File: src/logic/replay_pkg.sv
// ------------------------------
// Replay engine shared definitions
// Stream widths, tuser field layout and
// the packet memory word
// ------------------------------

package replay_pkg;

  parameter int DATA_WIDTH   = 64;
  parameter int USER_WIDTH   = 16;

  // One-hot destination field with queue q at bit DST_PORT_POS + 2q
  parameter int DST_PORT_POS = 8;

  parameter int MAX_QUEUES   = 4;
  parameter int ADDR_WIDTH   = 8;
  parameter int COUNT_WIDTH  = 8;

  typedef logic [ADDR_WIDTH-1:0]  addr_t;
  typedef logic [1:0]             qid_t;
  typedef logic [COUNT_WIDTH-1:0] count_t;

  // One stored beat
  typedef struct packed {
    logic [DATA_WIDTH-1:0] data;
    logic                  last;
  } mem_word_t;

endpackage

File: src/logic/replay_mem_if.sv
// ------------------------------
// Packet memory port bundles
// Write side from the capture writer,
// read side to the replay reader
// ------------------------------

interface mem_wr_if;
  import replay_pkg::*;

  logic                  en;
  addr_t                 addr;
  logic [DATA_WIDTH-1:0] word;
  logic                  last;

  modport writer (
    output en,
    output addr,
    output word,
    output last
  );

  modport memory (
    input en,
    input addr,
    input word,
    input last
  );
endinterface


File: src/logic/capture_writer.sv
// ------------------------------
// Capture writer
// Sorts inbound packets by destination
// queue into per-queue memory windows
// ------------------------------

module capture_writer #(
  parameter int NUM_QUEUES = 4
) (
  input  logic                              axi_aclk,
  input  logic                              rst_n,
  input  logic                              sw_rst,
  input  logic [replay_pkg::DATA_WIDTH-1:0] s_tdata,
  input  logic [replay_pkg::USER_WIDTH-1:0] s_tuser,
  input  logic                              s_tvalid,
  input  logic                              s_tlast,
  output logic                              s_tready,
  input  logic [NUM_QUEUES-1:0]             q_enable,
  input  replay_pkg::addr_t                 addr_low  [NUM_QUEUES],
  input  replay_pkg::addr_t                 addr_high [NUM_QUEUES],
  output replay_pkg::addr_t                 q_end     [NUM_QUEUES],
  mem_wr_if.writer                          wr
);
  import replay_pkg::*;

  logic                  accept;
  logic                  in_pkt;
  qid_t                  cur_q;
  logic                  cur_keep;
  logic                  dst_hit;
  qid_t                  dst_q;
  qid_t                  beat_q;
  logic                  beat_keep;
  logic                  store;
  addr_t                 beat_addr;
  addr_t                 wr_cnt  [NUM_QUEUES];
  addr_t                 end_cnt [NUM_QUEUES];
  logic [NUM_QUEUES-1:0] full;
  qid_t                  wr_q;

  // Capture never stalls outside reset
  assign s_tready = rst_n;
  assign accept   = s_tvalid && s_tready;

  // Lowest queue whose destination bit is set
  always_comb begin
    dst_hit = 1'b0;
    dst_q   = '0;
    for (int q = NUM_QUEUES - 1; q >= 0; q--) begin
      if (s_tuser[DST_PORT_POS + 2*q]) begin
        dst_hit = 1'b1;
        dst_q   = qid_t'(q);
      end
    end
  end

  assign beat_q    = in_pkt ? cur_q : dst_q;
  assign beat_keep = in_pkt ? cur_keep : (dst_hit && q_enable[dst_q]);
  assign store     = accept && beat_keep && !full[beat_q];
  assign beat_addr = addr_low[beat_q] + wr_cnt[beat_q];

  always_ff @(posedge axi_aclk) begin
    if (!rst_n || sw_rst) begin
      in_pkt   <= 1'b0;
      cur_q    <= '0;
      cur_keep <= 1'b0;
      wr.en    <= 1'b0;
      full     <= '0;
      for (int q = 0; q < NUM_QUEUES; q++) begin
        wr_cnt[q]  <= '0;
        end_cnt[q] <= '0;
      end
    end else begin
      wr.en <= store;
      if (accept) begin
        in_pkt <= !s_tlast;
        if (!in_pkt) begin
          cur_q    <= dst_q;
          cur_keep <= dst_hit && q_enable[dst_q];
        end
      end
      if (store) begin
        wr_cnt[beat_q] <= wr_cnt[beat_q] + 1'b1;
        // Queue stays closed until the next reset once its window is used up
        if (beat_addr == addr_high[beat_q]) begin
          full[beat_q] <= 1'b1;
        end
      end
      if (wr.en) begin
        end_cnt[wr_q] <= end_cnt[wr_q] + 1'b1;
      end
    end
  end

  always_ff @(posedge axi_aclk) begin
    wr.addr <= beat_addr;
    wr.word <= s_tdata;
    wr.last <= s_tlast || (beat_addr == addr_high[beat_q]);
    wr_q    <= beat_q;
  end

  // End pointer follows the memory write rather than the accept
  always_comb begin
    for (int q = 0; q < NUM_QUEUES; q++) begin
      q_end[q] = addr_low[q] + end_cnt[q];
    end
  end

endmodule

File: src/flat_wrapper.sv
// flat-port wrapper written by rule: the top's interface ports become plain ports
module capture_writer_flat import replay_pkg::*;
#(
  parameter int NUM_QUEUES = 4
)
  (axi_aclk, rst_n, sw_rst, s_tdata, s_tuser, s_tvalid, s_tlast, s_tready, q_enable, addr_low, addr_high, q_end, wr_en, wr_addr, wr_word, wr_last);
  mem_wr_if wr_i ();
  input  logic axi_aclk;
  input  logic rst_n;
  input  logic sw_rst;
  input  logic [replay_pkg::DATA_WIDTH-1:0] s_tdata;
  input  logic [replay_pkg::USER_WIDTH-1:0] s_tuser;
  input  logic s_tvalid;
  input  logic s_tlast;
  output logic s_tready;
  input  logic [NUM_QUEUES-1:0] q_enable;
  input  replay_pkg::addr_t addr_low[NUM_QUEUES];
  input  replay_pkg::addr_t addr_high[NUM_QUEUES];
  output replay_pkg::addr_t q_end[NUM_QUEUES];
  output wire logic [$bits(wr_i.en)-1:0] wr_en;
  output wire logic [$bits(wr_i.addr)-1:0] wr_addr;
  output wire logic [$bits(wr_i.word)-1:0] wr_word;
  output wire logic [$bits(wr_i.last)-1:0] wr_last;
  assign wr_en = wr_i.en;
  assign wr_addr = wr_i.addr;
  assign wr_word = wr_i.word;
  assign wr_last = wr_i.last;
  capture_writer #(.NUM_QUEUES(NUM_QUEUES)) u_core (.axi_aclk(axi_aclk), .rst_n(rst_n), .sw_rst(sw_rst), .s_tdata(s_tdata), .s_tuser(s_tuser), .s_tvalid(s_tvalid), .s_tlast(s_tlast), .s_tready(s_tready), .q_enable(q_enable), .addr_low(addr_low), .addr_high(addr_high), .q_end(q_end), .wr(wr_i));
endmodule
File: config.mk
export PLATFORM = sky130hd
export DESIGN_NAME = capture_writer_flat
export DESIGN_NICKNAME = d
export VERILOG_FILES = /design/src/logic/replay_pkg.sv /design/src/logic/replay_mem_if.sv /design/src/logic/capture_writer.sv /design/src/flat_wrapper.sv
export SDC_FILE = /design/constraint.sdc
export NUM_CORES = 1
export LEC_CHECK = 0
export ABC_CLOCK_PERIOD_IN_PS = 10900
export BUFFER_PORTS_ARGS = -buffer_cell sky130_fd_sc_hd__buf_2
export CORE_UTILIZATION = 50
export CTS_CLUSTER_DIAMETER = 200
export DETAILED_ROUTE_END_ITERATION = 16
export HOLD_SLACK_MARGIN = 0.1
export PLACE_DENSITY = 0.91
export SLEW_MARGIN = 20
export SYNTH_ARGS = -nofsm -noshare
export SYNTH_HDL_FRONTEND = slang
export SYNTH_SLANG_ARGS = --single-unit
File: constraint.sdc
create_clock -name axi_aclk -period 10.9 [get_ports axi_aclk]
set_input_delay 3.27 -clock axi_aclk [delete_from_list [all_inputs] [get_ports axi_aclk]]
set_output_delay 3.27 -clock axi_aclk [all_outputs]
set_load 0.05 [all_outputs]
==> results of run 1 <==
-- area by class of cell --
class                      instances  area (um2)
fill                            1051        4780
inverter                          51         191
timing repair buffer             253        1280
sequential                       148        3600
tap                              180         225
clock buffer                      19         454
clock inverter                    13         156
multi-input combinational        447        3300
-- critical path, cell delays in order --
cell and delay [ns]:
buf_2 0.15, ha_1 0.30, a21o_1 0.18, a21oi_1 0.24, o21bai_1 0.10, a21oi_1 0.26, o21bai_1 0.10, a21oi_1 0.17
xnor2_1 0.13, buf_2 0.28
-- layout by cell type, fill, tap and decap left out, drive strengths merged, types with 2 or more instances in the layout --
cell,n
o2111a,5
inv,61
nand2b,5
a211oi,12
nor2,70
mux2i,37
clkbuf,19
a21o,9
a21boi,3
a31oi,8
fa,4
o21ai,14
o211ai,5
edfxtp,64
and2,4
mux4,9
xnor2,37
nand3,11
o21a,2
and3,7
ha,37
a21oi,28
xor2,19
bufinv,2
o21bai,14
nand2,67
o2111ai,2
dfxtp,84
nor3,9
or2,4
nor2b,6
or3,2
a2111oi,2
buf,253
-- per-layer routing --
layer | vias to the layer above | global-route usage, %
met5 | - | 0
met4 | 0 | 11.7
met3 | 40 | 6.78
met2 | 415 | 44.5
met1 | 2862 | 30.7
li1 | 2843 | -
-- synth_stat cells, types with 11 or more instances --
cell / number / area, um2
nand2_1: 67 / 251
mux2i_1: 37 / 370
o21bai_1: 14 / 105
nand3_1: 11 / 55.1
xnor2_1: 37 / 324
a21oi_1: 26 / 130
clkbuf_1: 12 / 45.0
dfxtp_1: 84 / 1680
nor2_1: 70 / 263
edfxtp_1: 64 / 1920
inv_1: 48 / 180
xor2_1: 19 / 166
ha_1: 37 / 463
-- flip-flops by register name, summed over array words and instances (netlist names) --
name and count:
u_core.wr.word 64, u_core.end_cnt 32, u_core.wr_q 2, u_core.cur_q 2
u_core.wr.addr 8, u_core.wr.last 1, u_core.wr.en 1, u_core.wr_cnt 32
u_core.in_pkt 1, u_core.full 4, u_core.cur_keep 1
-- worst max-delay path by stage --
stage / startpoint / to / slack (ns) / cells past startpoint
3_3_place_gp: addr_low[9] / q_end[15] / 2.56 / 10
2_1_floorplan: addr_low[16] / q_end[22] / 2.44 / 9
4_1_cts: addr_low[9] / q_end[15] / 2.47 / 10
5_1_grt: addr_low[25] / q_end[31] / 2.34 / 10
6_report: addr_low[9] / q_end[15] / 2.44 / 10
3_5_place_dp: addr_low[9] / q_end[15] / 2.47 / 10
-- through the flow --
stage	hold slack (ns)	cell area [um2]
CTS	0.451	9210
detailed placement	0.444	8600
floorplan	0.427	7230
finish	0.453	9210
global route	0.478	9210
global placement	0.439	8600
-- logic make-up after synthesis --
kind of cell    Yosys count  share of synthesized area (%)
compound gates          113                           11.6
xor+xnor                 56                           6.78
fa+ha+maj                41                           7.51
flops                   148                           49.8
simple gates            191                           11.7
buf+inv                  75                           4.60
mux                      46                           7.92
-- power groups by stage --
| stage | clock network, mW | registers, mW | logic, mW |
|---|---|---|---|
| after floorplan | 0 | 0.720 | 0.239 |
| after global placement | 0 | 0.638 | 0.422 |
| after detailed placement | 0 | 0.640 | 0.430 |
| after CTS | 0.609 | 0.628 | 0.433 |
| after global routing | 0.632 | 0.631 | 0.461 |
| final | 0.601 | 0.629 | 0.436 |
==> impl_metrics.toml, run 1 <==
[outcome]
outcome = "finished clean"

[layout]
drive_gt1_share_pct = 33.5
instances_no_fill = 1111
antenna_cells = 0
fin_nets = 1112
post-route-util_pct = 65.8
syn_to_final_growth_pct = 27.3

[timing]
rsz0062_at_grt = "false"
timing.final.ws_setup_ns = 2.44
fin_tns_setup_ns = 0
relSlewSlack_pct = 28.4
finClkSkew_ns = 0.00419
hold_violations = 0
finalSetupViolCount = 0
period_needed_ns = 8.46
fin_crit_sh_pct = 77.6
fmax_mhz = 118
drv_slew = 0
worst_slew_pin_slew_ns = 1.06

[routing]
avgViaCountPerCell = 5.54
totalWireLength_mm = 19.4
dr_wl_met2_mm = 9.47
wl_met3_mm = 2.05
first_pass_iters = 5
top_layer = "met4"
drc = 0
antenna_left = 0
wl_met1_mm = 7.29
vias = 6160
detail_route.wl_per_cell_um = 17.4
drt-initial-drc-count = 630

[power]
switching_share_pct = 33.7
p_clk_share_pct = 36.1
power_switching_uw = 562
power.density_nw_per_um2 = 181
cellLeakagePower_nw = 4.43
power_mw = 1.67
combPwrFrac_pct = 26.2
power.internal_mw = 1.10
p_seq_share_pct = 37.7
vdd_drop_max_uv = 171

[cts]
cts_buffers = 17
worst_setup_hold_path_clk_slew_ns = 0.06
root_buffer = "clkbuf_16"
cts_resized = 0
cts.path.max_buffers = 2
cts_tree = "yes"
h-tree-depth = 4
clk-insertion-delay-late_ns = 0.42
cts_setup_buffers = 0
clock-sinks = 148
hold_buffers = 0

[job]
drv_cap = 0

[worst_hold_path]
hold_end = "u_core.full[3]"
hp-class = "reg -> reg"
whs_path_depth = 2
min_from = "u_core.full[3]"

[floorplanning]
rows = 43
boundaryPins = 260
chipHeight_um = 122
dieArea_um2 = 15000
core_um2 = 14000
start_util_pct = 51.7
die_x_um = 122

[logic_synthesis]
synth_seq_cells = 148
synth-edff-count = 64
syn_area_per_cell_um2 = 10.8
netlist_instances = 670
yosysWarningCount = 0
synth_area_um2 = 7230
synthDistinctLibCells = 59
ys_seq_area_share_pct = 49.8
syn_nets = 864
synth_flop_cell = "dfxtp_1"
ys_async_sr_fraction_pct = 0

[critical_path]
cp.required_ns = 7.63
reg2reg_from = "u_core.in_pkt"
timing.rr.end = "u_core.full[1]"
rrSetupSlack_ns = 5.75
crit_fanout = 3
arrival_ns = 5.19
ff2ff_path_depth = 17
critPathLaunchType = "input port"
worstSetupPathType = "in -> out"
endpoint_kind = "primary output"

[grt]
antenna_found_initial = 0
grt_max_degree = 40
grt_pass1_vias = 5935
grt_first_pass_wirelength_mm = 28.9
track_usage_pct = 26.0
overflow = 0

[placed_design]
dp.cells = 1079
port_buffers = 247
gp_congestion = 0.926
pre_cts_slack_ns = 2.47
place_hpwl_mm = 14.6
(Power assumes the default switching activity.)
==> run 2: changes to the inputs <==
ABC_CLOCK_PERIOD_IN_PS = 6900   (was 10900)
CORE_UTILIZATION = 45   (was 50)
PLACE_DENSITY = 0.87   (was 0.91)
clock period = 6.9 ns   (was 10.9 ns; I/O delays follow)
==> run 2 against run 1 <==
  * Clock power rose by 48%
  * Critical path depth did not move
  * Final cell count rose by 3.2%
  * Sequential share of layout area fell by 0.17 points
  * Global-route usage fell by 2.4 points
  * Sequential cell count did not move
  * Clock-buffer cell count fell by 1
  * Wire length fell by 0.14%
  * Die area rose by 11%
  * Combinational power rose by 58%
  * Sequential power rose by 58%
  * Total power rose by 54%
  * Critical path type unchanged
  * Largest cell class unchanged
  * Highest routed layer unchanged
==> impl_metrics.toml, run 2 (synthesis results as in run 1) <==
[outcome]
outcome = "finished clean"

[layout]
syn_to_final_growth_pct = 27.9
regMostFlops = "u_core.wr.word"
largest_reg_flops = 64
top_regs = "u_core.wr.word: 64 flops, u_core.end_cnt: 32 flops, u_core.wr_cnt: 32 flops"
layout_common_cells = "buf_2 (247), dfxtp_1 (84), nor2_1 (70), nand2_1 (67), edfxtp_1 (64)"
post-route-util_pct = 60.0
final_common_cell = "buf_2"
fin_nets = 1117
drive_gt1_share_pct = 34.0
antenna_cells = 0

[timing]
drv_slew = 0
fmax_mhz = 163
rsz0062_at_grt = "false"
fin_tns_setup_ns = 0
timing.final.ws_setup_ns = 0.776
hold_violations = 0
finClkSkew_ns = 0.00908
finalSetupViolCount = 0
worst_slew_pin_slew_ns = 0.986
period_needed_ns = 6.12
relSlewSlack_pct = 34.1
fin_crit_sh_pct = 88.8

[critical_path]
crit_fanout = 3
crit_family = "compound AO/OA/AOI/OAI gates"
critPathLaunchType = "input port"
cp.required_ns = 4.83
slowest_delay_ns = 0.30
arrival_ns = 4.05
worstSetupPathType = "in -> out"
crit_buf_inv = 2
cp_common_cell = "a21oi_1"
endpoint_kind = "primary output"
crit_path_top_delay_cell = "ha_1"
path_cells = "buf_2 > ha_1 > a21o_1 > a21oi_1 > o21bai_1 > a21oi_1 > o21bai_1 > a21oi_1 > xnor2_1 > buf_2"

[routing]
antenna_left = 0
detail_route.wl_per_cell_um = 16.9
avgViaCountPerCell = 5.29
first_pass_iters = 5
drt-initial-drc-count = 544
totalWireLength_mm = 19.3
drc = 0
vias = 6071

[cts]
root_buffer = "clkbuf_16"
hold_buffers = 0
cts_setup_buffers = 0
worst_setup_hold_path_clk_slew_ns = 0.07
cts_tree = "yes"
clk-insertion-delay-late_ns = 0.42
h-tree-depth = 4
cts_buffers = 17
clock-sinks = 148
cts.path.max_buffers = 2
cts_resized = 0

[grt]
grt_pass1_vias = 5998
track_usage_pct = 23.6
grt_first_pass_wirelength_mm = 29.3
grt_max_degree = 31
overflow = 0
antenna_found_initial = 0

[power]
p_seq_share_pct = 38.6
switching_share_pct = 35.1
power_switching_uw = 903
power.density_nw_per_um2 = 278
power.internal_mw = 1.67
combPwrFrac_pct = 26.7
cellLeakagePower_nw = 4.43
p_clk_share_pct = 34.6
vdd_drop_max_uv = 218

[placed_design]
port_buffers = 247
gp_congestion = 0.936
pre_cts_slack_ns = 0.668
place_hpwl_mm = 15.0

[worst_hold_path]
hp-class = "reg -> reg"

[floorplanning]
die_x_um = 129
dieArea_um2 = 16600
core_um2 = 15400
boundaryPins = 260
rows = 45
chipHeight_um = 129
start_util_pct = 46.9

[job]
drv_cap = 0
==> run 2: routing by layer <==
metal / global-route usage [%] / wire length [um]
met3: 7.11 / 1960
met4: 9.20 / 509
met1: 27.5 / 7580
met2: 40.8 / 9280
met5: 0 / 0
==> run 2: final cells by class <==
class / count / area (um2)
clock buffer: 18 / 439
clock inverter: 14 / 136
fill: 1282 / 6180
inverter: 51 / 191
multi-input combinational: 447 / 3300
sequential: 148 / 3600
tap: 211 / 264
timing repair buffer: 258 / 1320
==> run 2: tightest hold or removal path: cells and delay by family (launching register included) <==
kind	cells	cell delay, ns
and+or+nand+nor	1	0.05
AOI/OAI and AO/OA	1	0.05
DFF	1	0.31
==> run 2: path summary, 6_finish.rpt <==
path                                      start         endpoint  slack, ns  cells after the start
worst min-delay path            u_core.cur_keep  u_core.cur_keep       0.46                      2
worst min register to register  u_core.cur_keep  u_core.cur_keep       0.46                      2
worst max-delay path                addr_low[9]        q_end[15]       0.78                     10
worst max register to register    u_core.in_pkt   u_core.full[1]       2.26                     15
==> run 2: per-stage QoR <==
step                      instances  instance area (um2)  hold WS (ns)  total power [mW]
after floorplan                 670                 7230         0.427              1.51
after global placement         1115                 8670         0.438              1.68
after detailed placement       1115                 8670         0.447              1.69
after CTS                      1147                 9250         0.456              2.58
after global routing           1147                 9250         0.487              2.67
final                          1147                 9250         0.457              2.57
==> run 2: power by group through the flow <==
stage               clock (mW)  combinational, mW  sequential (mW)
floorplan                    0              0.377             1.14
global placement             0              0.672             1.01
detailed placement           0              0.680             1.01
CTS                      0.905              0.686            0.993
global route             0.942              0.728            0.997
finish                   0.890              0.688            0.993
