[config.mk]
export PLATFORM = sky130hd
export DESIGN_NAME = replay_reader_flat
export DESIGN_NICKNAME = d
export VERILOG_FILES = /design/src/logic/replay_pkg.sv /design/src/logic/replay_mem_if.sv /design/src/logic/replay_reader.sv /design/src/flat_wrapper.sv
export SDC_FILE = /design/constraint.sdc
export NUM_CORES = 1
export LEC_CHECK = 0
export BUFFER_PORTS_ARGS = -buffer_cell sky130_fd_sc_hd__buf_2
export CORE_MARGIN = 3
export CORE_UTILIZATION = 50
export CTS_BUF_LIST = sky130_fd_sc_hd__clkbuf_8
export DETAILED_ROUTE_END_ITERATION = 10
export PLACE_DENSITY = 0.8
export SYNTH_ARGS = -nofsm -noshare
export SYNTH_HDL_FRONTEND = slang
export SYNTH_SLANG_ARGS = --single-unit
[constraint.sdc]
create_clock -name axi_aclk -period 3.55 [get_ports axi_aclk]
set_clock_uncertainty 0.05 [all_clocks]
set_input_delay 0.1775 -clock axi_aclk [delete_from_list [all_inputs] [get_ports axi_aclk]]
set_output_delay 0.1775 -clock axi_aclk [all_outputs]
set_load 0.02 [all_outputs]
[src/logic/replay_pkg.sv]
// ------------------------------
// Replay engine shared definitions
// Stream widths, tuser field layout and
// the packet memory word
// ------------------------------

package replay_pkg;

  parameter int DATA_WIDTH   = 64;
  parameter int USER_WIDTH   = 16;

  // One-hot destination field with queue q at bit DST_PORT_POS + 2q
  parameter int DST_PORT_POS = 8;

  parameter int MAX_QUEUES   = 4;
  parameter int ADDR_WIDTH   = 8;
  parameter int COUNT_WIDTH  = 8;

  typedef logic [ADDR_WIDTH-1:0]  addr_t;
  typedef logic [1:0]             qid_t;
  typedef logic [COUNT_WIDTH-1:0] count_t;

  // One stored beat
  typedef struct packed {
    logic [DATA_WIDTH-1:0] data;
    logic                  last;
  } mem_word_t;

endpackage

[src/logic/replay_mem_if.sv]


interface mem_rd_if;
  import replay_pkg::*;

  logic      rd_en;
  addr_t     rd_addr;
  mem_word_t rd_word;
  // Follows rd_en by exactly one cycle
  logic      rd_valid;

  modport reader (output rd_en, output rd_addr, input rd_word, input rd_valid);
  modport memory (input rd_en, input rd_addr, output rd_word, output rd_valid);
endinterface

[src/logic/replay_reader.sv]
// ------------------------------
// Replay reader
// Schedules queue replays and streams
// memory contents out under back-pressure
// ------------------------------

module replay_reader #(
  parameter int NUM_QUEUES = 4
) (
  input  logic                              axi_aclk,
  input  logic                              rst_n,
  input  logic                              sw_rst,
  input  logic [NUM_QUEUES-1:0]             q_enable,
  input  logic [NUM_QUEUES-1:0]             start_replay,
  input  replay_pkg::count_t                replay_count [NUM_QUEUES],
  input  replay_pkg::addr_t                 addr_low     [NUM_QUEUES],
  input  replay_pkg::addr_t                 q_end        [NUM_QUEUES],
  mem_rd_if.reader                          rd,
  output logic [replay_pkg::DATA_WIDTH-1:0] m_tdata,
  output logic                              m_tlast,
  output replay_pkg::qid_t                  m_qid,
  output logic                              m_tvalid,
  input  logic                              m_tready,
  output logic [NUM_QUEUES-1:0]             replay_busy
);
  import replay_pkg::*;

  logic [NUM_QUEUES-1:0] pend;
  count_t                cfg_count [NUM_QUEUES];
  logic                  pick_hit;
  qid_t                  pick_q;

  logic                  active;
  qid_t                  act_q;
  addr_t                 rd_ptr;
  addr_t                 act_last;
  count_t                reps;
  logic                  at_end;
  logic                  issue;
  logic [2:0]            occ;

  qid_t                  req_qid;
  logic                  req_fin;
  qid_t                  rsp_qid;
  logic                  rsp_fin;
  logic                  flush;
  logic                  push;
  logic                  pop;

  logic [DATA_WIDTH-1:0] buf_data [2];
  logic                  buf_last [2];
  qid_t                  buf_qid  [2];
  logic                  buf_fin  [2];
  logic                  buf_wr;
  logic                  buf_rd;
  logic [1:0]            buf_cnt;

  // Lowest pending queue goes next
  always_comb begin
    pick_hit = 1'b0;
    pick_q   = '0;
    for (int q = NUM_QUEUES - 1; q >= 0; q--) begin
      if (pend[q]) begin
        pick_hit = 1'b1;
        pick_q   = qid_t'(q);
      end
    end
  end

  assign push   = rd.rd_valid && !flush;
  assign pop    = m_tvalid && m_tready;
  assign at_end = (rd_ptr == act_last);

  // Reads in flight plus buffered beats never exceed two
  assign occ   = {1'b0, buf_cnt} + rd.rd_en + push;
  assign issue = active && (occ < (pop ? 3'd3 : 3'd2));

  always_ff @(posedge axi_aclk) begin
    if (!rst_n || sw_rst) begin
      replay_busy <= '0;
      pend        <= '0;
      active      <= 1'b0;
      rd.rd_en    <= 1'b0;
      flush       <= 1'b1;
      buf_wr      <= 1'b0;
      buf_rd      <= 1'b0;
      buf_cnt     <= '0;
    end else begin
      flush    <= 1'b0;
      rd.rd_en <= issue;
      for (int q = 0; q < NUM_QUEUES; q++) begin
        if (start_replay[q] && q_enable[q] && !replay_busy[q]) begin
          replay_busy[q] <= 1'b1;
          pend[q]        <= 1'b1;
          cfg_count[q]   <= replay_count[q];
        end
      end
      if (!active && pick_hit) begin
        pend[pick_q] <= 1'b0;
        // Nothing to send for a zero count or empty window
        if (cfg_count[pick_q] == '0 || q_end[pick_q] == addr_low[pick_q]) begin
          replay_busy[pick_q] <= 1'b0;
        end else begin
          active   <= 1'b1;
          act_q    <= pick_q;
          rd_ptr   <= addr_low[pick_q];
          act_last <= q_end[pick_q] - 1'b1;
          reps     <= cfg_count[pick_q];
        end
      end
      if (issue) begin
        if (!at_end) begin
          rd_ptr <= rd_ptr + 1'b1;
        end else if (reps == count_t'(1)) begin
          active <= 1'b0;
        end else begin
          reps   <= reps - 1'b1;
          rd_ptr <= addr_low[act_q];
        end
      end
      if (push) begin
        buf_wr <= !buf_wr;
      end
      if (pop) begin
        buf_rd <= !buf_rd;
        if (buf_fin[buf_rd]) begin
          replay_busy[buf_qid[buf_rd]] <= 1'b0;
        end
      end
      buf_cnt <= buf_cnt + 2'(push) - 2'(pop);
    end
  end

  // Side-band travels alongside the memory read
  always_ff @(posedge axi_aclk) begin
    rd.rd_addr <= rd_ptr;
    req_qid    <= act_q;
    req_fin    <= at_end && (reps == count_t'(1));
    rsp_qid    <= req_qid;
    rsp_fin    <= req_fin;
    if (push) begin
      buf_data[buf_wr] <= rd.rd_word.data;
      buf_last[buf_wr] <= rd.rd_word.last;
      buf_qid[buf_wr]  <= rsp_qid;
      buf_fin[buf_wr]  <= rsp_fin;
    end
  end

  assign m_tvalid = (buf_cnt != 2'd0);
  assign m_tdata  = buf_data[buf_rd];
  assign m_tlast  = buf_last[buf_rd];
  assign m_qid    = buf_qid[buf_rd];

endmodule

[src/flat_wrapper.sv]
// flat-port wrapper written by rule: the top's interface ports become plain ports
module replay_reader_flat import replay_pkg::*;
#(
  parameter int NUM_QUEUES = 4
)
  (axi_aclk, rst_n, sw_rst, q_enable, start_replay, replay_count, addr_low, q_end, m_tdata, m_tlast, m_qid, m_tvalid, m_tready, replay_busy, rd_rd_en, rd_rd_addr, rd_rd_word, rd_rd_valid);
  mem_rd_if rd_i ();
  input  logic axi_aclk;
  input  logic rst_n;
  input  logic sw_rst;
  input  logic [NUM_QUEUES-1:0] q_enable;
  input  logic [NUM_QUEUES-1:0] start_replay;
  input  replay_pkg::count_t replay_count[NUM_QUEUES];
  input  replay_pkg::addr_t addr_low[NUM_QUEUES];
  input  replay_pkg::addr_t q_end[NUM_QUEUES];
  output logic [replay_pkg::DATA_WIDTH-1:0] m_tdata;
  output logic m_tlast;
  output replay_pkg::qid_t m_qid;
  output logic m_tvalid;
  input  logic m_tready;
  output logic [NUM_QUEUES-1:0] replay_busy;
  output wire logic [$bits(rd_i.rd_en)-1:0] rd_rd_en;
  output wire logic [$bits(rd_i.rd_addr)-1:0] rd_rd_addr;
  input wire logic [$bits(rd_i.rd_word)-1:0] rd_rd_word;
  input wire logic [$bits(rd_i.rd_valid)-1:0] rd_rd_valid;
  assign rd_rd_en = rd_i.rd_en;
  assign rd_rd_addr = rd_i.rd_addr;
  assign rd_i.rd_word = rd_rd_word;
  assign rd_i.rd_valid = rd_rd_valid;
  replay_reader #(.NUM_QUEUES(NUM_QUEUES)) u_core (.axi_aclk(axi_aclk), .rst_n(rst_n), .sw_rst(sw_rst), .q_enable(q_enable), .start_replay(start_replay), .replay_count(replay_count), .addr_low(addr_low), .q_end(q_end), .rd(rd_i), .m_tdata(m_tdata), .m_tlast(m_tlast), .m_qid(m_qid), .m_tvalid(m_tvalid), .m_tready(m_tready), .replay_busy(replay_busy));
endmodule
==> results of run 1 <==
[worst max-delay path: stages, from the launching register on]
cell and delay, ns:
dfxtp_1 0.59, buf_4 0.25, nor3b_1 0.06, o31ai_1 0.47
a211oi_1 0.19, nor3_1 0.26, nand4_1 0.23, or4_4 0.62
a21oi_1 0.33, a31oi_1 0.12
[metal layers]
| metal | vias up | global-route usage [%] |
|---|---|---|
| met2 | 484 | 43.7 |
| met1 | 4038 | 35.1 |
| met4 | 0 | 7.52 |
| met3 | 48 | 5.48 |
| met5 | - | 0 |
| li1 | 3865 | - |
[area by class of cell]
class | instances | area [um^2]
clock buffers | 40 | 551
clock inverters | 28 | 193
fillers | 1428 | 6540
inverters | 19 | 71.3
multi-input cells | 515 | 3810
flip-flops and latches | 224 | 6430
well taps | 270 | 338
repair buffers | 381 | 2500
[timing repair]
action / CTS / global route
setup endpoints to repair: 0 / 20
hold buffers: 97 / 0
endpoints found under the hold margin: 162 / 0
gates resized for setup: 0 / 6
[logic make-up after synthesis]
family                   Yosys count  synth area share [%]
multiplexers                      82                  9.58
AND/OR/NAND/NOR                  215                  10.7
AO/OA/AOI/OAI                    179                  12.1
XOR/XNOR                          31                  2.59
flip-flops                       224                  61.3
buffers and inverters             64                  2.81
adder cells (fa/ha/maj)            8                  1.03
[flip-flops by register name, summed over array words and instances (netlist names), 4 cells and up, named ones only]
name / count
u_core.reps: 8
u_core.pend: 4
u_core.rd.rd_addr: 8
u_core.rd_ptr: 8
u_core.cfg_count: 32
u_core.buf_qid: 4
u_core.replay_busy: 4
u_core.buf_data: 128
u_core.act_last: 8
[power groups by stage]
stage | Clock, mW | Combinational (mW) | Sequential [mW]
final | 2.26 | 0.758 | 2.99
after floorplan | 0 | 0.374 | 3.03
after global placement | 0 | 0.636 | 3.04
after global routing | 2.44 | 0.815 | 2.99
after CTS | 2.29 | 0.737 | 2.98
after detailed placement | 0 | 0.647 | 3.04
[how the worst max path moves through the flow]
stage / from / to / slack (ns) / depth (start not counted)
floorplan: u_core.flush / u_core.buf_data[0][0] / -0.35 / 2
global placement: u_core.pend[2] / u_core.rd_ptr[4] / 0.15 / 8
detailed placement: u_core.pend[2] / u_core.rd_ptr[5] / 0.08 / 9
CTS: u_core.pend[2] / u_core.rd_ptr[5] / 0.06 / 9
global route: u_core.pend[2] / u_core.replay_busy[1] / 0.02 / 9
finish: u_core.pend[2] / u_core.replay_busy[3] / 0.23 / 9
[cell usage after synthesis, types with 6 or more instances]
master	n	area, um^2
nor4_1	6	37.5
xnor2_1	17	149
buf_2	14	70.1
or3_1	6	37.5
nor3_1	18	90.1
edfxtp_1	194	5830
o22ai_1	16	100
o22a_1	8	70.1
nor2_1	47	176
o21ai_0	23	115
nor2b_1	11	68.8
mux4_2	8	180
a221o_1	8	80.1
nand3_1	15	75.1
ha_1	7	87.6
mux2i_1	7	70.1
dfxtp_1	30	601
inv_1	18	67.6
nor3b_1	10	75.1
a211o_1	7	61.3
xor2_1	14	123
mux2_2	67	754
clkbuf_1	23	86.3
nand2_1	50	188
and2_1	8	50.1
a21oi_1	47	235
o221ai_1	8	70.1
nand2b_1	15	93.8
==> flow_metrics.py, run 1 <==
metrics = {
    "grt": {
        "grtUsageTotal_pct": 26.2,
        "overflow": 0,
        "grt_pass1_wl_um": 46200,
        "grt_max_degree": 53,
        "grt_antenna_before_repair": 0,
        "grt_pass1_vias": 8350,
    },
    "synthesis": {
        "syn_area_per_cell_um2": 13.1,
        "ys_types": 69,
        "netlist_instances": 803,
        "synth.net_count": 985,
        "synth_warnings": 0,
        "synth-main-ff-cell": "edfxtp_1",
        "synthArstFlopShare_pct": 0,
        "synth_area_mm2": 0.0105,
        "ys_seq_elements": 224,
        "synth_edf_count": 194,
        "synth_seq_area_share_pct": 61.3,
    },
    "power_and_ir_drop": {
        "seqPwrFrac_pct": 49.7,
        "power.total_mw": 6.01,
        "power_frac_comb_pct": 12.6,
        "p_int_mw": 4.51,
        "ir_drop_mv": 0.260,
        "p_switching_mw": 1.50,
        "clock_power_share_pct": 37.7,
        "p_leak_nw": 5.36,
        "power_density_mw_per_mm2": 432,
        "switching_share_pct": 25.0,
    },
    "clocking": {
        "cts_buffers": 37,
        "cts_max_path_buffers": 3,
        "cts_root_buffer": "clkbuf_8",
        "path_clk_slew_ns": 0.07,
        "h-tree-depth": 2,
        "cts_setup_buffers": 0,
        "clk_latency_ns": 0.53,
        "cts.sinks": 224,
        "cts_tree": "done",
    },
    "hold_path": {
        "holdPathStages": 4,
        "worstHoldStart": "q_enable[2]",
        "worstHoldEndpoint": "u_core.replay_busy[2]",
        "hold_class": "in2reg",
    },
    "floorplan": {
        "std_cell_rows": 52,
        "core_mm2": 0.0204,
        "initial_core_util_pct": 51.3,
        "fp.dieW_um": 151,
        "die_h_um": 151,
        "die_area_mm2": 0.0228,
        "io-pin-count": 255,
    },
    "critical_path": {
        "cp-end-kind": "register",
        "cp.arrival_ns": 3.66,
        "ff2ff_path_depth": 9,
        "worstReg2RegEnd": "u_core.replay_busy[3]",
        "cp.required_ns": 3.90,
        "reg2reg_slack_ns": 0.23,
        "worstSetupStartpointType": "register",
        "path_class": "reg2reg",
        "r2r-start": "u_core.pend[2]",
        "crit_fanout": 17,
    },
    "job": {
        "cap_violations": 0,
    },
    "timing": {
        "fin_crit_ns": 3.32,
        "post-route-period-util_pct": 93.4,
        "setup_viol": 0,
        "finalHoldViolCount": 0,
        "fin_setup_tns_ns": 0,
        "worst_pin_slew_ns": 0.699,
        "slew_violations": 0,
        "finalWorstSetupSlack_ns": 0.233,
        "maxClockFrequency_ghz": 0.301,
        "slew_headroom_pct": 53.4,
        "rsz0062_at_grt": "no",
        "hold-worst-slack_ns": 0.0334,
    },
    "place": {
        "gp_congestion": 0.970,
        "dp_slack_ns": 0.0763,
        "io_buffers": 254,
        "placed_cell_area_mm2": 0.0122,
        "post-dp-hpwl_um": 20500,
        "dp.cells": 1312,
    },
    "drt": {
        "top_layer": "met4",
        "drt_iter0_drc": 751,
        "post-route-drc-count": 0,
        "wl_met2_um": 14800,
        "wl_met1_um": 12500,
        "met3WireLength_um": 2970,
        "wl_per_cell_um": 20.9,
        "first_pass_iters": 5,
        "vias_per_cell": 5.71,
        "wirelength_um": 30900,
        "routed-via-count": 8435,
        "detail-route-antenna-nets": 0,
    },
    "cells_and_area": {
        "fin_area_mm2": 0.0139,
        "final_cell_mix": "254 x buf_2, 194 x edfxtp_1, 97 x dlygate4sd3_1",
        "drive_above_1_share_pct": 36.1,
        "fin_util_pct": 68.0,
        "antenna_cells": 0,
        "area_growth_pct": 32.4,
        "finish.net_count": 1360,
        "final_common_cell": "buf_2",
        "finalNonFillerCells": 1477,
    },
    "status": {
        "outcome": "completed",
    },
}
Power figures use the tool's default switching activity.
==> run 2, diff against run 1 <==
CORE_MARGIN = default   (was 3)
==> flow_metrics.py, run 2 (synthesis gave the netlist of run 1 again) <==
metrics = {
    "timing": {
        "rsz0062_at_grt": "no",
        "post-route-period-util_pct": 93.7,
        "worst_pin_slew_ns": 0.733,
        "slew_headroom_pct": 51.1,
        "maxClockFrequency_ghz": 0.301,
        "setup_viol": 0,
        "fin_crit_ns": 3.33,
        "slew_violations": 0,
        "finalHoldViolCount": 0,
        "fin_setup_tns_ns": 0,
    },
    "critical_path": {
        "cp.required_ns": 3.77,
        "cp.arrival_ns": 3.55,
        "crit_fanout": 22,
        "cp-end-kind": "register",
        "path_class": "reg2reg",
        "worstSetupStartpointType": "register",
    },
    "power_and_ir_drop": {
        "p_leak_nw": 5.36,
        "power_density_mw_per_mm2": 422,
        "power.total_mw": 5.84,
        "ir_drop_mv": 0.298,
    },
    "floorplan": {
        "io-pin-count": 255,
        "core_mm2": 0.0204,
        "initial_core_util_pct": 51.3,
        "die_h_um": 147,
        "die_area_mm2": 0.0216,
        "fp.dieW_um": 147,
        "std_cell_rows": 52,
    },
    "grt": {
        "grtUsageTotal_pct": 27.7,
        "grt_antenna_before_repair": 0,
        "grt_pass1_wl_um": 45800,
        "grt_pass1_vias": 8321,
        "overflow": 0,
        "grt_max_degree": 69,
    },
    "drt": {
        "wl_per_cell_um": 20.2,
        "drt_iter0_drc": 548,
        "detail-route-antenna-nets": 0,
        "wirelength_um": 29800,
        "vias_per_cell": 5.67,
        "routed-via-count": 8393,
        "first_pass_iters": 5,
        "post-route-drc-count": 0,
    },
    "cells_and_area": {
        "finish.net_count": 1365,
        "fin_util_pct": 67.8,
        "antenna_cells": 0,
        "drive_above_1_share_pct": 35.2,
        "final_cell_mix": "254 x buf_2, 194 x edfxtp_1, 97 x dlygate4sd3_1",
        "final_common_cell": "buf_2",
        "regMostFlops": "u_core.buf_data",
        "fin_area_mm2": 0.0139,
        "largest_reg_flops": 128,
        "area_growth_pct": 32.1,
        "reg.largest.list": "u_core.buf_data x128, u_core.cfg_count x32",
        "fill_cells": 1450,
    },
    "place": {
        "io_buffers": 254,
        "placed_cell_area_mm2": 0.0122,
        "post-dp-hpwl_um": 20500,
        "gp_congestion": 0.966,
    },
    "clocking": {
        "cts_tree": "done",
        "cts_setup_buffers": 0,
        "clk_latency_ns": 0.53,
        "cts_buffers": 37,
        "cts.sinks": 224,
        "cts_root_buffer": "clkbuf_8",
        "cts_max_path_buffers": 3,
        "h-tree-depth": 2,
        "path_clk_slew_ns": 0.06,
    },
    "hold_path": {
        "hold_class": "in2reg",
    },
    "status": {
        "outcome": "completed",
    },
    "job": {
        "cap_violations": 0,
    },
}
-- run 2: power breakdown --
part / switching [mW] / total (mW) / internal [mW] / leakage, nW
logic: 0.397 / 0.759 / 0.362 / 2.96
clock network: 1.00 / 2.10 / 1.09 / 0.393
registers: 0.0461 / 2.99 / 2.94 / 2.02
total: 1.45 / 5.84 / 4.40 / 5.36
-- run 2: metal layers --
| layer | GRT usage (%) | up-vias | wire length [um] |
|---|---|---|---|
| li1 | - | 3869 | - |
| met1 | 35.9 | 3938 | 11700 |
| met2 | 45.6 | 530 | 14100 |
| met3 | 7.14 | 56 | 3360 |
| met4 | 8.91 | 0 | 660 |
| met5 | 0 | - | 0 |
-- run 2: cell type report --
class                   count  area, um^2  area share, %
clock buffers              39         537           3.87
inverters                  19        71.3          0.515
repair buffers            386        2550           18.4
multi-input cells         515        3790           27.4
clock inverters            26         140           1.01
flip-flops and latches    224        6430           46.4
well taps                 270         338           2.44
-- run 2: timing repair --
item | 4_1_cts | 5_1_grt
hold endpoints to repair | 162 | 0
setup endpoints to repair | 0 | 2
resized for setup | 0 | 1
hold buffers | 97 | 0
-- run 2: critical path, cell delays in order, from the launching register on --
cell,delay (ns)
dfxtp_1,0.52
buf_4,0.25
buf_4,0.26
or3b_1,0.37
a21oi_1,0.15
o21ai_1,0.10
a222oi_1,0.36
nand4_1,0.22
nand2_1,0.20
nor2_1,0.05
buf_4,0.20
a221o_1,0.35
-- run 2: path summary, 6_finish.rpt --
check                                       start                     to  slack (ns)  cells past startpoint
worst min register to register  u_core.req_qid[0]      u_core.rsp_qid[0]        0.28                      0
worst max-delay path               u_core.pend[3]       u_core.rd_ptr[5]        0.22                     11
worst max register to register     u_core.pend[3]       u_core.rd_ptr[5]        0.22                     11
worst min-delay path                  q_enable[1]  u_core.replay_busy[1]        0.04                      4
-- run 2: per-stage QoR --
stage	setup slack, ns	instances	hold slack, ns
after floorplan	-0.353	803	0.226
after global placement	0.304	1317	0.260
after detailed placement	0.235	1317	0.262
after CTS	0.233	1479	0.0271
after global routing	0.0378	1479	0.0696
final	0.224	1479	0.0445
==> run 3, diff against run 2 <==
RECOVER_POWER = 100   (was default)
==> flow_metrics.py, run 3 (synthesis gave the netlist of run 1 again) <==
metrics = {
    "status": {
        "outcome": "finished with violations",
        "violations": "max-capacitance violations, max-slew violations",
    },
    "floorplan": {
        "die_h_um": 147,
        "fp.dieW_um": 147,
        "std_cell_rows": 52,
        "core_mm2": 0.0204,
        "die_area_mm2": 0.0216,
        "io-pin-count": 255,
        "initial_core_util_pct": 51.3,
    },
    "critical_path": {
        "path_class": "reg2reg",
        "cp.arrival_ns": 3.55,
        "cp-end-kind": "register",
        "cp.required_ns": 3.77,
        "worstSetupStartpointType": "register",
        "crit_fanout": 22,
    },
    "drt": {
        "top_layer": "met4",
        "wl_per_cell_um": 20.2,
        "vias_per_cell": 5.66,
        "first_pass_iters": 5,
        "wl_met1_um": 11800,
        "wirelength_um": 29900,
        "post-route-drc-count": 0,
        "detail-route-antenna-nets": 0,
        "routed-via-count": 8367,
        "drt_iter0_drc": 560,
        "wl_met2_um": 14100,
        "met3WireLength_um": 3240,
    },
    "timing": {
        "fin_setup_tns_ns": 0,
        "fin_crit_ns": 3.33,
        "slew_headroom_pct": -16.6,
        "finalWorstSetupSlack_ns": 0.223,
        "maxClockFrequency_ghz": 0.301,
        "rsz0062_at_grt": "no",
        "finalHoldViolCount": 0,
        "setup_viol": 0,
        "worst_pin_slew_ns": 1.75,
        "slew_violations": 69,
        "post-route-period-util_pct": 93.7,
    },
    "job": {
        "cap_violations": 1,
    },
    "cells_and_area": {
        "fin_area_mm2": 0.0136,
        "area_growth_pct": 29.9,
        "regMostFlops": "u_core.buf_data",
        "final_cell_mix": "194 x edfxtp_1, 135 x clkbuf_1, 126 x buf_2",
        "largest_reg_flops": 128,
        "reg.largest.list": "u_core.buf_data x128, u_core.cfg_count x32",
        "finish.net_count": 1365,
        "drive_above_1_share_pct": 23.5,
        "final_common_cell": "edfxtp_1",
        "antenna_cells": 0,
        "fin_util_pct": 66.7,
    },
    "clocking": {
        "clk_latency_ns": 0.52,
        "h-tree-depth": 2,
        "cts_root_buffer": "clkbuf_8",
        "path_clk_slew_ns": 0.06,
        "cts_max_path_buffers": 3,
        "cts_tree": "done",
        "cts_buffers": 37,
        "cts.sinks": 224,
    },
    "grt": {
        "grt_pass1_wl_um": 45800,
        "grt_pass1_vias": 8321,
        "grtUsageTotal_pct": 27.7,
        "grt_antenna_before_repair": 0,
        "grt_max_degree": 69,
        "overflow": 0,
    },
    "place": {
        "dp_slack_ns": 0.235,
        "io_buffers": 254,
        "post-dp-hpwl_um": 20500,
        "placed_cell_area_mm2": 0.0122,
        "gp_congestion": 0.966,
    },
    "power_and_ir_drop": {
        "ir_drop_mv": 0.298,
        "power_frac_comb_pct": 12.6,
        "p_switching_mw": 1.45,
        "seqPwrFrac_pct": 51.3,
        "p_int_mw": 4.38,
        "p_leak_nw": 4.96,
        "switching_share_pct": 24.9,
        "power_density_mw_per_mm2": 427,
        "clock_power_share_pct": 36.1,
        "power.total_mw": 5.82,
    },
    "hold_path": {
        "hold_class": "in2reg",
    },
}
[run 3: cell types whose count changed in the layout (fill, tap and decap cells not counted), sizes merged]
| cell | delta |
|---|---|
| buf | -140 |
| clkbuf | +140 |
[run 3: critical path, cell delays in order (launching register included)]
cell and delay, ns:
dfxtp_1 0.52, buf_4 0.25, buf_4 0.26, or3b_1 0.37, a21oi_1 0.15, o21ai_1 0.10, a222oi_1 0.36, nand4_1 0.22
nand2_1 0.20, nor2_1 0.05, buf_4 0.20, a221o_1 0.35
[run 3: final timing paths]
path,end,slack (ns),start,depth (start not counted)
worst max-delay path,u_core.rd_ptr[5],0.22,u_core.pend[3],11
worst min-delay path,u_core.replay_busy[1],0.04,q_enable[1],4
worst max register to register,u_core.rd_ptr[5],0.22,u_core.pend[3],11
worst min register to register,u_core.rsp_qid[0],0.28,u_core.req_qid[0],0
[run 3: per-layer routing]
metal  vias up  GRT usage [%]
li1       3871              -
met1      3945           35.9
met2       492           45.6
met3        59           7.14
met4         0           8.91
met5         -              0
[run 3: final cells by class]
| cell class | count | area [um^2] |
|---|---|---|
| clock buffer | 39 | 537 |
| clock inverter | 26 | 140 |
| fill | 1551 | 6800 |
| inverter | 19 | 71.3 |
| multi-input combinational | 515 | 3780 |
| sequential | 224 | 6430 |
| tap | 270 | 338 |
| timing repair buffer | 386 | 2330 |
[run 3: timing repair]
action	in CTS	in global routing
setup buffers	0	0
endpoints found under the hold margin	162	0
hold buffers	97	0
gates resized for setup	0	1
setup endpoints to repair	0	2
[run 3: power by group through the flow]
stage / logic (mW) / registers, mW / clock network [mW]
4_1_cts: 0.743 / 2.99 / 2.12
6_report: 0.737 / 2.99 / 2.10
2_1_floorplan: 0.374 / 3.03 / 0
3_5_place_dp: 0.653 / 3.04 / 0
5_1_grt: 0.795 / 2.99 / 2.27
3_3_place_gp: 0.640 / 3.04 / 0
[run 3: metrics by stage]
| stage | std cells | hold WS, ns |
|---|---|---|
| 2_1_floorplan | 803 | 0.226 |
| 3_3_place_gp | 1317 | 0.260 |
| 3_5_place_dp | 1317 | 0.262 |
| 4_1_cts | 1479 | 0.0271 |
| 5_1_grt | 1479 | 0.0696 |
| 6_report | 1479 | 0.0423 |
